<file path="src/source/rob_cfg_pkg.sv">
// Sizes are fixed at 16 buffer entries and 16 registers; tag and index widths must stay in step
`default_nettype none

package rob_cfg_pkg;

    // Reorder buffer geometry
    // The tag indexes the buffer directly, so the depth must be a power of two
    localparam int ROB_DEPTH = 16;
    localparam int ROB_TAG_W = 4;

    // One extra bit lets the occupancy count reach the full depth
    localparam int ROB_CNT_W = ROB_TAG_W + 1;

    // Architectural register file
    localparam int NUM_AREGS = 16;
    localparam int AREG_W    = 4;

    // Data and address width
    // A branch target travels in the data field
    localparam int DATA_W = 32;

    // Number of source operands per instruction
    localparam int NUM_SRCS = 2;

endpackage

`default_nettype wire

</file>
<file path="src/source/rob_types_pkg.sv">
// Records exchanged between the rename table, the buffer and the register file; OP_NOP writes no register
`default_nettype none

package rob_types_pkg;
    import rob_cfg_pkg::*;

    typedef enum logic [1:0] {
        OP_ALU    = 2'd0,
        OP_BRANCH = 2'd1,
        OP_NOP    = 2'd2
    } rob_op_e;

    // One instruction from the dispatcher
    typedef struct packed {
        rob_op_e           op;
        logic [AREG_W-1:0] rd;
        logic [AREG_W-1:0] rs1;
        logic [AREG_W-1:0] rs2;
        logic [DATA_W-1:0] pc;
    } disp_req_t;

    // A source as seen by the rename table
    typedef struct packed {
        logic                 pending;
        logic [ROB_TAG_W-1:0] tag;
    } src_lookup_t;

    typedef struct packed {
        logic                 ready;
        logic [ROB_TAG_W-1:0] tag;
        logic [DATA_W-1:0]    data;
    } src_result_t;

    // Both resolved sources and the tag handed to the new instruction
    typedef struct packed {
        src_result_t [NUM_SRCS-1:0] src;
        logic [ROB_TAG_W-1:0]       dst_tag;
    } opnd_t;

    // Completion bus record
    typedef struct packed {
        logic                 valid;
        logic [ROB_TAG_W-1:0] tag;
        logic [DATA_W-1:0]    data;
        logic                 redirect;
    } cdb_t;

    typedef struct packed {
        logic                 valid;
        rob_op_e              op;
        logic [AREG_W-1:0]    rd;
        logic [ROB_TAG_W-1:0] tag;
        logic [DATA_W-1:0]    data;
    } retire_t;

endpackage

`default_nettype wire

</file>
<file path="src/source/rename_table.sv">
// Dispatch must not strobe while i_flush is high; operands are combinational in the dispatch cycle
`timescale 1ns/1ps
`default_nettype none

module rename_table
    import rob_cfg_pkg::*, rob_types_pkg::*;
(
    input  wire                              clk,
    input  wire                              i_rst_n,

    // Dispatch side
    input  wire                              i_disp_valid,
    input  disp_req_t                        i_disp,
    input  wire  [ROB_TAG_W-1:0]             i_new_tag,

    // Flush level from the buffer and head retirement
    input  wire                              i_flush,
    input  retire_t                          i_retire,

    // Source lookup through the buffer
    output src_lookup_t [NUM_SRCS-1:0]       o_lookup,
    input  src_result_t [NUM_SRCS-1:0]       i_lookup_res,

    // Committed values from the register file
    input  wire  [NUM_SRCS-1:0][DATA_W-1:0]  i_rf_data,

    output opnd_t                            o_opnd
);

    // A register is pending while a younger in-flight instruction will write it
    logic [NUM_AREGS-1:0] pend_q;
    logic [ROB_TAG_W-1:0] tag_q [NUM_AREGS];

    logic disp_map;
    logic ret_clear;
    logic [NUM_SRCS-1:0][AREG_W-1:0] src_idx;

    // An OP_NOP has no destination and so never takes a mapping
    assign disp_map = i_disp_valid && !i_flush && (i_disp.op != OP_NOP);

    // Only the instruction that still owns the mapping may release it
    assign ret_clear = i_retire.valid && (i_retire.op != OP_NOP) &&
                       pend_q[i_retire.rd] && (tag_q[i_retire.rd] == i_retire.tag);

    always_ff @(posedge clk) begin
        if (!i_rst_n) begin
            pend_q <= '0;
        end else if (i_flush) begin
            // Everything still mapped is younger than the redirecting branch
            pend_q <= '0;
        end else begin
            if (ret_clear) begin
                pend_q[i_retire.rd] <= 1'b0;
            end
            // A dispatch to the same register overrides the release above
            if (disp_map) begin
                pend_q[i_disp.rd] <= 1'b1;
            end
        end
    end

    always_ff @(posedge clk) begin
        if (disp_map) begin
            tag_q[i_disp.rd] <= i_new_tag;
        end
    end

    assign src_idx[0] = i_disp.rs1;
    assign src_idx[1] = i_disp.rs2;

    // Sources read the mapping as it was before this dispatch writes it
    always_comb begin
        for (int s = 0; s < NUM_SRCS; s++) begin
            o_lookup[s].pending = pend_q[src_idx[s]];
            o_lookup[s].tag     = tag_q[src_idx[s]];

            if (pend_q[src_idx[s]]) begin
                o_opnd.src[s] = i_lookup_res[s];
            end else begin
                o_opnd.src[s].ready = 1'b1;
                o_opnd.src[s].tag   = tag_q[src_idx[s]];
                o_opnd.src[s].data  = i_rf_data[s];
            end
        end
        o_opnd.dst_tag = i_new_tag;
    end

    // The cycle after a redirect belongs to the flush
    a_no_disp_in_flush: assert property (
        @(posedge clk) disable iff (!i_rst_n)
        i_flush |-> !i_disp_valid
    ) else $error("dispatch strobed during a redirect flush");

endmodule

`default_nettype wire

</file>
<file path="src/source/rob_queue.sv">
// No back-pressure beyond o_rob_full; each tag completes at most once and only while allocated
`timescale 1ns/1ps
`default_nettype none

module rob_queue
    import rob_cfg_pkg::*, rob_types_pkg::*;
(
    input  wire                          clk,
    input  wire                          i_rst_n,

    // Dispatch allocates at the tail
    input  wire                          i_disp_valid,
    input  disp_req_t                    i_disp,

    // Single completion port
    input  cdb_t                         i_cdb,

    // Source lookup for the rename table
    input  src_lookup_t [NUM_SRCS-1:0]   i_lookup,
    output src_result_t [NUM_SRCS-1:0]   o_lookup_res,

    output logic [ROB_TAG_W-1:0]         o_tail_tag,
    output retire_t                      o_head_retire,
    output retire_t                      o_retire,
    output logic                         o_flush,
    output logic                         o_redirect,
    output logic [DATA_W-1:0]            o_redirect_pc,
    output logic                         o_rob_full
);

    logic [ROB_TAG_W-1:0] head_q;
    logic [ROB_TAG_W-1:0] tail_q;
    logic [ROB_CNT_W-1:0] count_q;

    // Per-entry state
    logic [ROB_DEPTH-1:0] done_q;
    logic [ROB_DEPTH-1:0] redir_q;
    rob_op_e              op_q   [ROB_DEPTH];
    logic [AREG_W-1:0]    rd_q   [ROB_DEPTH];
    logic [DATA_W-1:0]    data_q [ROB_DEPTH];

    logic redirect_q;
    logic [DATA_W-1:0] redirect_pc_q;
    retire_t retire_q;

    logic disp_en;
    logic cdb_en;
    logic retire_en;
    logic [ROB_TAG_W-1:0] cdb_offset;

    // Nothing is accepted while the registered redirect flushes the buffer
    assign disp_en   = i_disp_valid && !redirect_q;
    assign cdb_en    = i_cdb.valid && !redirect_q;
    assign retire_en = (count_q != '0) && done_q[head_q] && !redirect_q;

    always_ff @(posedge clk) begin
        if (!i_rst_n) begin
            head_q  <= '0;
            tail_q  <= '0;
            count_q <= '0;
        end else if (redirect_q) begin
            // The branch has already advanced the head, so the next tag follows it
            tail_q  <= head_q;
            count_q <= '0;
        end else begin
            if (disp_en) begin
                tail_q <= tail_q + 1'b1;
            end
            if (retire_en) begin
                head_q <= head_q + 1'b1;
            end
            if (disp_en && !retire_en) begin
                count_q <= count_q + 1'b1;
            end else if (!disp_en && retire_en) begin
                count_q <= count_q - 1'b1;
            end
        end
    end

    always_ff @(posedge clk) begin
        if (!i_rst_n) begin
            done_q  <= '0;
            redir_q <= '0;
        end else begin
            if (disp_en) begin
                done_q[tail_q]  <= 1'b0;
                redir_q[tail_q] <= 1'b0;
            end
            if (cdb_en) begin
                done_q[i_cdb.tag]  <= 1'b1;
                redir_q[i_cdb.tag] <= i_cdb.redirect;
            end
        end
    end

    always_ff @(posedge clk) begin
        if (disp_en) begin
            op_q[tail_q] <= i_disp.op;
            rd_q[tail_q] <= i_disp.rd;
        end
        if (cdb_en) begin
            data_q[i_cdb.tag] <= i_cdb.data;
        end
    end

    // The head commits in the cycle it is found done
    always_comb begin
        o_head_retire.valid = retire_en;
        o_head_retire.op    = op_q[head_q];
        o_head_retire.rd    = rd_q[head_q];
        o_head_retire.tag   = head_q;
        o_head_retire.data  = data_q[head_q];
    end

    always_ff @(posedge clk) begin
        retire_q <= o_head_retire;
        if (!i_rst_n) begin
            retire_q.valid <= 1'b0;
        end
    end

    always_ff @(posedge clk) begin
        if (!i_rst_n) begin
            redirect_q <= 1'b0;
        end else begin
            redirect_q <= retire_en && redir_q[head_q];
        end
    end

    // For a branch the completion data is the target
    always_ff @(posedge clk) begin
        redirect_pc_q <= data_q[head_q];
    end

    // Lookups see a completion on the bus in the same cycle
    always_comb begin
        for (int s = 0; s < NUM_SRCS; s++) begin
            o_lookup_res[s].tag = i_lookup[s].tag;
            if (i_cdb.valid && (i_cdb.tag == i_lookup[s].tag)) begin
                o_lookup_res[s].ready = i_lookup[s].pending;
                o_lookup_res[s].data  = i_cdb.data;
            end else begin
                o_lookup_res[s].ready = i_lookup[s].pending && done_q[i_lookup[s].tag];
                o_lookup_res[s].data  = data_q[i_lookup[s].tag];
            end
        end
    end

    assign o_tail_tag    = tail_q;
    assign o_retire      = retire_q;
    assign o_flush       = redirect_q;
    assign o_redirect    = redirect_q;
    assign o_redirect_pc = redirect_pc_q;
    assign o_rob_full    = (count_q == ROB_CNT_W'(ROB_DEPTH));

    // Distance of the completing tag from the head
    assign cdb_offset = i_cdb.tag - head_q;

    a_no_disp_when_full: assert property (
        @(posedge clk) disable iff (!i_rst_n)
        i_disp_valid |-> !o_rob_full
    ) else $error("dispatch while the buffer is full");

    a_cdb_tag_allocated: assert property (
        @(posedge clk) disable iff (!i_rst_n)
        i_cdb.valid |-> (ROB_CNT_W'(cdb_offset) < count_q)
    ) else $error("completion for a tag that is not allocated");

    a_redirect_single: assert property (
        @(posedge clk) disable iff (!i_rst_n)
        o_redirect |=> !o_redirect
    ) else $error("redirect held for two cycles");

endmodule

`default_nettype wire

</file>
<file path="src/source/arch_regfile.sv">
// Reads do not see a write in the same cycle; the rename table forwards that value instead
`timescale 1ns/1ps
`default_nettype none

module arch_regfile
    import rob_cfg_pkg::*, rob_types_pkg::*;
(
    input  wire                              clk,
    input  wire                              i_rst_n,

    // Retirement from the buffer head
    input  retire_t                          i_retire,

    // Two combinational read ports
    input  wire  [NUM_SRCS-1:0][AREG_W-1:0]  i_rd_idx,
    output logic [NUM_SRCS-1:0][DATA_W-1:0]  o_rd_data
);

    logic [DATA_W-1:0] regs_q [NUM_AREGS];

    logic wr_en;

    // Every retiring instruction except OP_NOP has a destination
    assign wr_en = i_retire.valid && (i_retire.op != OP_NOP);

    always_ff @(posedge clk) begin
        if (!i_rst_n) begin
            for (int r = 0; r < NUM_AREGS; r++) begin
                regs_q[r] <= '0;
            end
        end else if (wr_en) begin
            regs_q[i_retire.rd] <= i_retire.data;
        end
    end

    always_comb begin
        for (int p = 0; p < NUM_SRCS; p++) begin
            o_rd_data[p] = regs_q[i_rd_idx[p]];
        end
    end

endmodule

`default_nettype wire

</file>
<file path="src/source/rob_core_top.sv">
// Single completion port and no memory side; dispatch is held off by o_rob_full and by the redirect cycle
`timescale 1ns/1ps
`default_nettype none

module rob_core_top
    import rob_cfg_pkg::*, rob_types_pkg::*;
(
    input  wire                clk,
    input  wire                i_rst_n,

    input  wire                i_disp_valid,
    input  disp_req_t          i_disp,
    input  cdb_t               i_cdb,

    output opnd_t              o_opnd,
    output logic               o_rob_full,
    output retire_t            o_retire,
    output logic               o_redirect,
    output logic [DATA_W-1:0]  o_redirect_pc
);

    src_lookup_t [NUM_SRCS-1:0]      lookup;
    src_result_t [NUM_SRCS-1:0]      lookup_res;
    logic [NUM_SRCS-1:0][AREG_W-1:0] rd_idx;
    logic [NUM_SRCS-1:0][DATA_W-1:0] rf_data;
    logic [ROB_TAG_W-1:0]            tail_tag;
    retire_t                         head_retire;
    logic                            flush;

    // The register file is read with the raw source indices
    assign rd_idx[0] = i_disp.rs1;
    assign rd_idx[1] = i_disp.rs2;

    rename_table rename_table_i (
        .clk          (clk),
        .i_rst_n      (i_rst_n),
        .i_disp_valid (i_disp_valid),
        .i_disp       (i_disp),
        .i_new_tag    (tail_tag),
        .i_flush      (flush),
        .i_retire     (head_retire),
        .o_lookup     (lookup),
        .i_lookup_res (lookup_res),
        .i_rf_data    (rf_data),
        .o_opnd       (o_opnd)
    );

    rob_queue rob_queue_i (
        .clk           (clk),
        .i_rst_n       (i_rst_n),
        .i_disp_valid  (i_disp_valid),
        .i_disp        (i_disp),
        .i_cdb         (i_cdb),
        .i_lookup      (lookup),
        .o_lookup_res  (lookup_res),
        .o_tail_tag    (tail_tag),
        .o_head_retire (head_retire),
        .o_retire      (o_retire),
        .o_flush       (flush),
        .o_redirect    (o_redirect),
        .o_redirect_pc (o_redirect_pc),
        .o_rob_full    (o_rob_full)
    );

    arch_regfile arch_regfile_i (
        .clk       (clk),
        .i_rst_n   (i_rst_n),
        .i_retire  (head_retire),
        .i_rd_idx  (rd_idx),
        .o_rd_data (rf_data)
    );

endmodule

`default_nettype wire

</file>
<file path="config.mk">
export PLATFORM = sky130hd
export DESIGN_NAME = rob_core_top
export DESIGN_NICKNAME = d
export VERILOG_FILES = /design/src/source/rob_cfg_pkg.sv /design/src/source/rob_types_pkg.sv /design/src/source/rename_table.sv /design/src/source/rob_queue.sv /design/src/source/arch_regfile.sv /design/src/source/rob_core_top.sv
export SDC_FILE = /design/constraint.sdc
export NUM_CORES = 2
export LEC_CHECK = 0
export BUFFER_PORTS_ARGS = -buffer_cell sky130_fd_sc_hd__buf_2
export CAP_MARGIN = 25
export CORE_ASPECT_RATIO = 0.6
export CORE_UTILIZATION = 30
export CTS_CLUSTER_SIZE = 16
export DETAILED_ROUTE_END_ITERATION = 8
export GPL_ROUTABILITY_DRIVEN = 0
export HOLD_SLACK_MARGIN = 0.15
export SETUP_SLACK_MARGIN = 0.4
export SLEW_MARGIN = 0
export SYNTH_ARGS = -nofsm -noshare
export SYNTH_HDL_FRONTEND = slang
export SYNTH_SLANG_ARGS = --single-unit
</file>
<file path="constraint.sdc">
create_clock -name clk -period 3.9 [get_ports clk]
set_input_delay 0 -clock clk [delete_from_list [all_inputs] [get_ports clk]]
set_output_delay 0 -clock clk [all_outputs]
set_load 0.01 [all_outputs]
</file>
==> results.py <==
metrics = {
    "finish": {
        "drive_gt1_share_pct": 40.8,
        "fillers": 20114,
        "area_growth_pct": 21.7,
        "design_area_um2": 80500,
        "fin_nets": 4472,
    },
    "drt": {
        "viasPerCell": 5.83,
        "num_vias": 43034,
        "antenna_left": 0,
        "drc": 6,
        "dr.pass1.iters": 7,
        "routedWlPerCell_um": 31.5,
        "finalWirelength_um": 233000,
        "drt_iter0_markers": 6887,
    },
    "yosys": {
        "synth-seq-area-share_pct": 57.1,
        "async_flop_share_pct": 0,
        "yosysTopAreaCellShare_pct": 53.8,
        "synth-main-ff-cell": "edfxtp_1",
        "netlist_top_cells_count": "edfxtp_1, mux4_2, nor2_1",
        "yosys_warnings": 0,
        "synth_seq_cells": 1293,
        "synthCells": 4001,
        "synth_area_um2": 66100,
        "yosys-top-cells-area": "edfxtp_1, mux4_2, nor2_1, dfxtp_1, mux2i_1",
        "syn_nets": 4098,
        "synth_edf_count": 1184,
        "yosys.area.top_type": "edfxtp_1",
        "yosys.cell_count.top_type": "edfxtp_1",
        "synth.distinct_cells": 62,
        "postSynthAreaPerCell_um2": 16.5,
    },
    "place": {
        "place_area_um2": 72600,
        "io_buffers": 209,
        "place_hpwl_um": 138000,
        "dpl_worst_slack_ps": 22.0,
    },
    "pwr": {
        "power_density_nw_per_um2": 416,
        "leakagePower_nw": 27.3,
        "combPwrFrac_pct": 16.0,
        "swShare_pct": 26.0,
        "vdd_drop_max_uv": 401,
        "p_clk_share_pct": 37.3,
        "intPower_mw": 24.8,
        "sequentialPowerShare_pct": 46.7,
        "p_sw_mw": 8.70,
    },
    "global_route": {
        "grt_first_pass_wirelength_um": 318000,
        "grt_pass1_vias": 41249,
        "grt_overflow": 0,
        "grt_use_total_pct": 20.0,
        "grt_max_degree": 133,
        "antenna_found_initial": 11,
    },
    "setup_path": {
        "cp-end-kind": "output port",
        "path_max_fanout": 8,
        "crit_arrival_ps": 4460,
        "reg2reg_depth": 12,
        "worst_ep_required_time_ps": 3900,
        "worstSetupPathType": "flop to output port",
        "r2r-end": "rename_table_i.pend_q[7]",
        "startpoint_type": "flop",
        "startpoint": "rename_table_i.tag_q[7][0]",
        "rrSetupSlack_ps": 30,
    },
    "timing": {
        "hold_viol": 0,
        "slew_headroom_pct": 8.43,
        "tightest_slew_ps": 1370,
        "period_share_pct": 114,
        "rsz0062_at_grt": "true",
        "final.setup.worst_slack_ps": -563,
        "max_freq_ghz": 0.224,
        "period_needed_ps": 4460,
        "skew_ps": 86.4,
        "report.final.slew_viol_count": 0,
        "setup_viol": 66,
    },
    "floorplanning": {
        "start_util_pct": 30.2,
        "ios": 242,
        "fp-row-count": 133,
        "die-height_um": 366,
        "dieWidth_um": 608,
        "die-area_um2": 222000,
        "core_um2": 219000,
    },
    "worst_hold_path": {
        "hold_path_class": "input port to flop",
        "hold_end": "rob_queue_i.data_q[1][12]",
        "hold_depth": 2,
        "hold_path_startpoint": "i_cdb[13]",
    },
    "clock_network": {
        "cts_num_sinks": 1293,
        "cts.path.max_buffers": 3,
        "clk_latency_ps": 780,
        "cts_root_buffer": "clkbuf_16",
        "cts_tree": "done",
        "clk_pin_slew_ps": 70,
        "numCtsBuffers": 121,
        "htreeDepth": 3,
    },
    "outcome": {
        "status": "finished with violations",
        "violations": "DRC, setup timing",
    },
    "flow_run": {
        "maxCapViolCount": 0,
    },
}
-- cell type report --
cell class | instances | area [µm²] | area share, %
sequential | 1293 | 37800 | 46.9
antenna | 3 | 7.51 | 0.00933
multi-input combinational | 2260 | 27700 | 34.5
inverter | 65 | 251 | 0.313
timing repair buffer | 634 | 7020 | 8.72
clock buffer | 151 | 3250 | 4.04
tap | 2902 | 3630 | 4.51
clock inverter | 79 | 810 | 1.01
-- worst max-delay path by stage --
stage	end	depth (start not counted)	slack, ps
floorplan	arch_regfile_i.regs_q[11][0]	11	400
global placement	o_opnd[24]	9	40
detailed placement	o_opnd[18]	8	20
CTS	o_opnd[64]	11	-590
global route	o_opnd[16]	10	-650
finish	o_opnd[64]	11	-560
-- per-stage QoR --
stage / total power, mW / TNS, ps / cells / hold WS (ps) / utilization [%]
3_3_place_gp: 20.5 / 0 / 6987 / 395 / 33.1
2_1_floorplan: 18.6 / 0 / 4001 / 98.9 / -
4_1_cts: 33.3 / -31590 / 7307 / 164 / 35.9
3_5_place_dp: 20.5 / 0 / 6987 / 393 / 33.1
5_1_grt: 34.4 / -35410 / 7385 / 206 / 36.7
6_report: 33.5 / -30150 / 7387 / 190 / 36.7
-- cells in the final DEF (no fill, tap or decap), types with 13 or more instances in the layout --
cell           synthesis  routed
nand2_1              175     141
clkbuf_16              0     145
mux2i_4                0      16
buf_4                 40     175
a21o_1                17      17
inv_1                 61      59
buf_6                 15      60
nand2_4                1      17
dlygate4sd3_1          0      48
mux4_2               862     852
nand3_1               42      42
clkinv_2               0      24
buf_2                 30     179
bufinv_16              0      13
clkbuf_1             213      22
a21oi_1               98      50
buf_8                  0      13
a22oi_1               17      17
edfxtp_1            1184    1184
buf_16                 0      16
a21oi_4                0      20
xor2_1                15      14
dfxtp_1              109     105
clkinv_1               1      28
mux2i_1               85      60
a21oi_2                0      28
nor2_1               731     718
o21ai_0               18      18
nor2b_1               38      36
a41oi_2                0      16
o21ai_1               32      26
buf_12                 0     116
-- power groups by stage --
stage | clock network (mW) | logic [mW] | registers, mW
after floorplan | 0 | 2.75 | 15.9
after global placement | 0 | 4.54 | 15.9
after detailed placement | 0 | 4.56 | 15.9
after CTS | 12.6 | 5.02 | 15.6
after global routing | 13.1 | 5.56 | 15.7
final | 12.5 | 5.36 | 15.6
-- per-layer routing --
layer / part of all wire [%] / wire length, µm / up-vias / global-route usage [%]
li1: - / - / 16830 / -
met1: 40 / 93300 / 22742 / 28.7
met2: 44 / 103000 / 3131 / 30.3
met3: 13 / 30600 / 329 / 5.31
met4: 2.3 / 5320 / 2 / 4.74
met5: 0.0056 / 13 / - / 0
-- worst max-delay path, stage by stage (launching register included) --
cell and delay (ps):
edfxtp_1 410, mux4_2 550, mux4_4 670, buf_16 210
buf_16 180, buf_12 170, mux4_2 430, mux4_2 490
mux2i_1 160, buf_4 160, a21oi_4 60, buf_2 140
-- repair_timing --
action / CTS / global route
hold endpoints to repair: 842 / 0
cloned: 12 / 26
setup endpoints to repair: 497 / 916
pin swaps: 15 / 49
gates resized for setup: 160 / 187
hold buffers: 48 / 0
buffers inserted: 30 / 49
-- registers in the layout (all words and copies together), names as in the netlist, 5 cells and up, named ones only --
| name | cells |
|---|---|
| rob_queue_i.redir_q | 16 |
| rename_table_i.tag_q | 64 |
| rob_queue_i.data_q | 512 |
| rob_queue_i.done_q | 16 |
| rob_queue_i.op_q | 32 |
| arch_regfile_i.regs_q | 512 |
| rob_queue_i.o_retire | 43 |
| rob_queue_i.count_q | 5 |
| rename_table_i.pend_q | 16 |
| rob_queue_i.rd_q | 64 |
-- logic make-up after synthesis --
group | after synthesis | share of synthesized area, %
XOR/XNOR | 22 | 0.303
flip-flops | 1293 | 57.1
AND/OR/NAND/NOR | 1036 | 6.37
AO/OA/AOI/OAI | 234 | 2.20
adder cells (fa/ha/maj) | 10 | 0.201
multiplexers | 957 | 30.8
buffers and inverters | 449 | 3.00
Note: power is estimated with default switching activity, not from simulation.
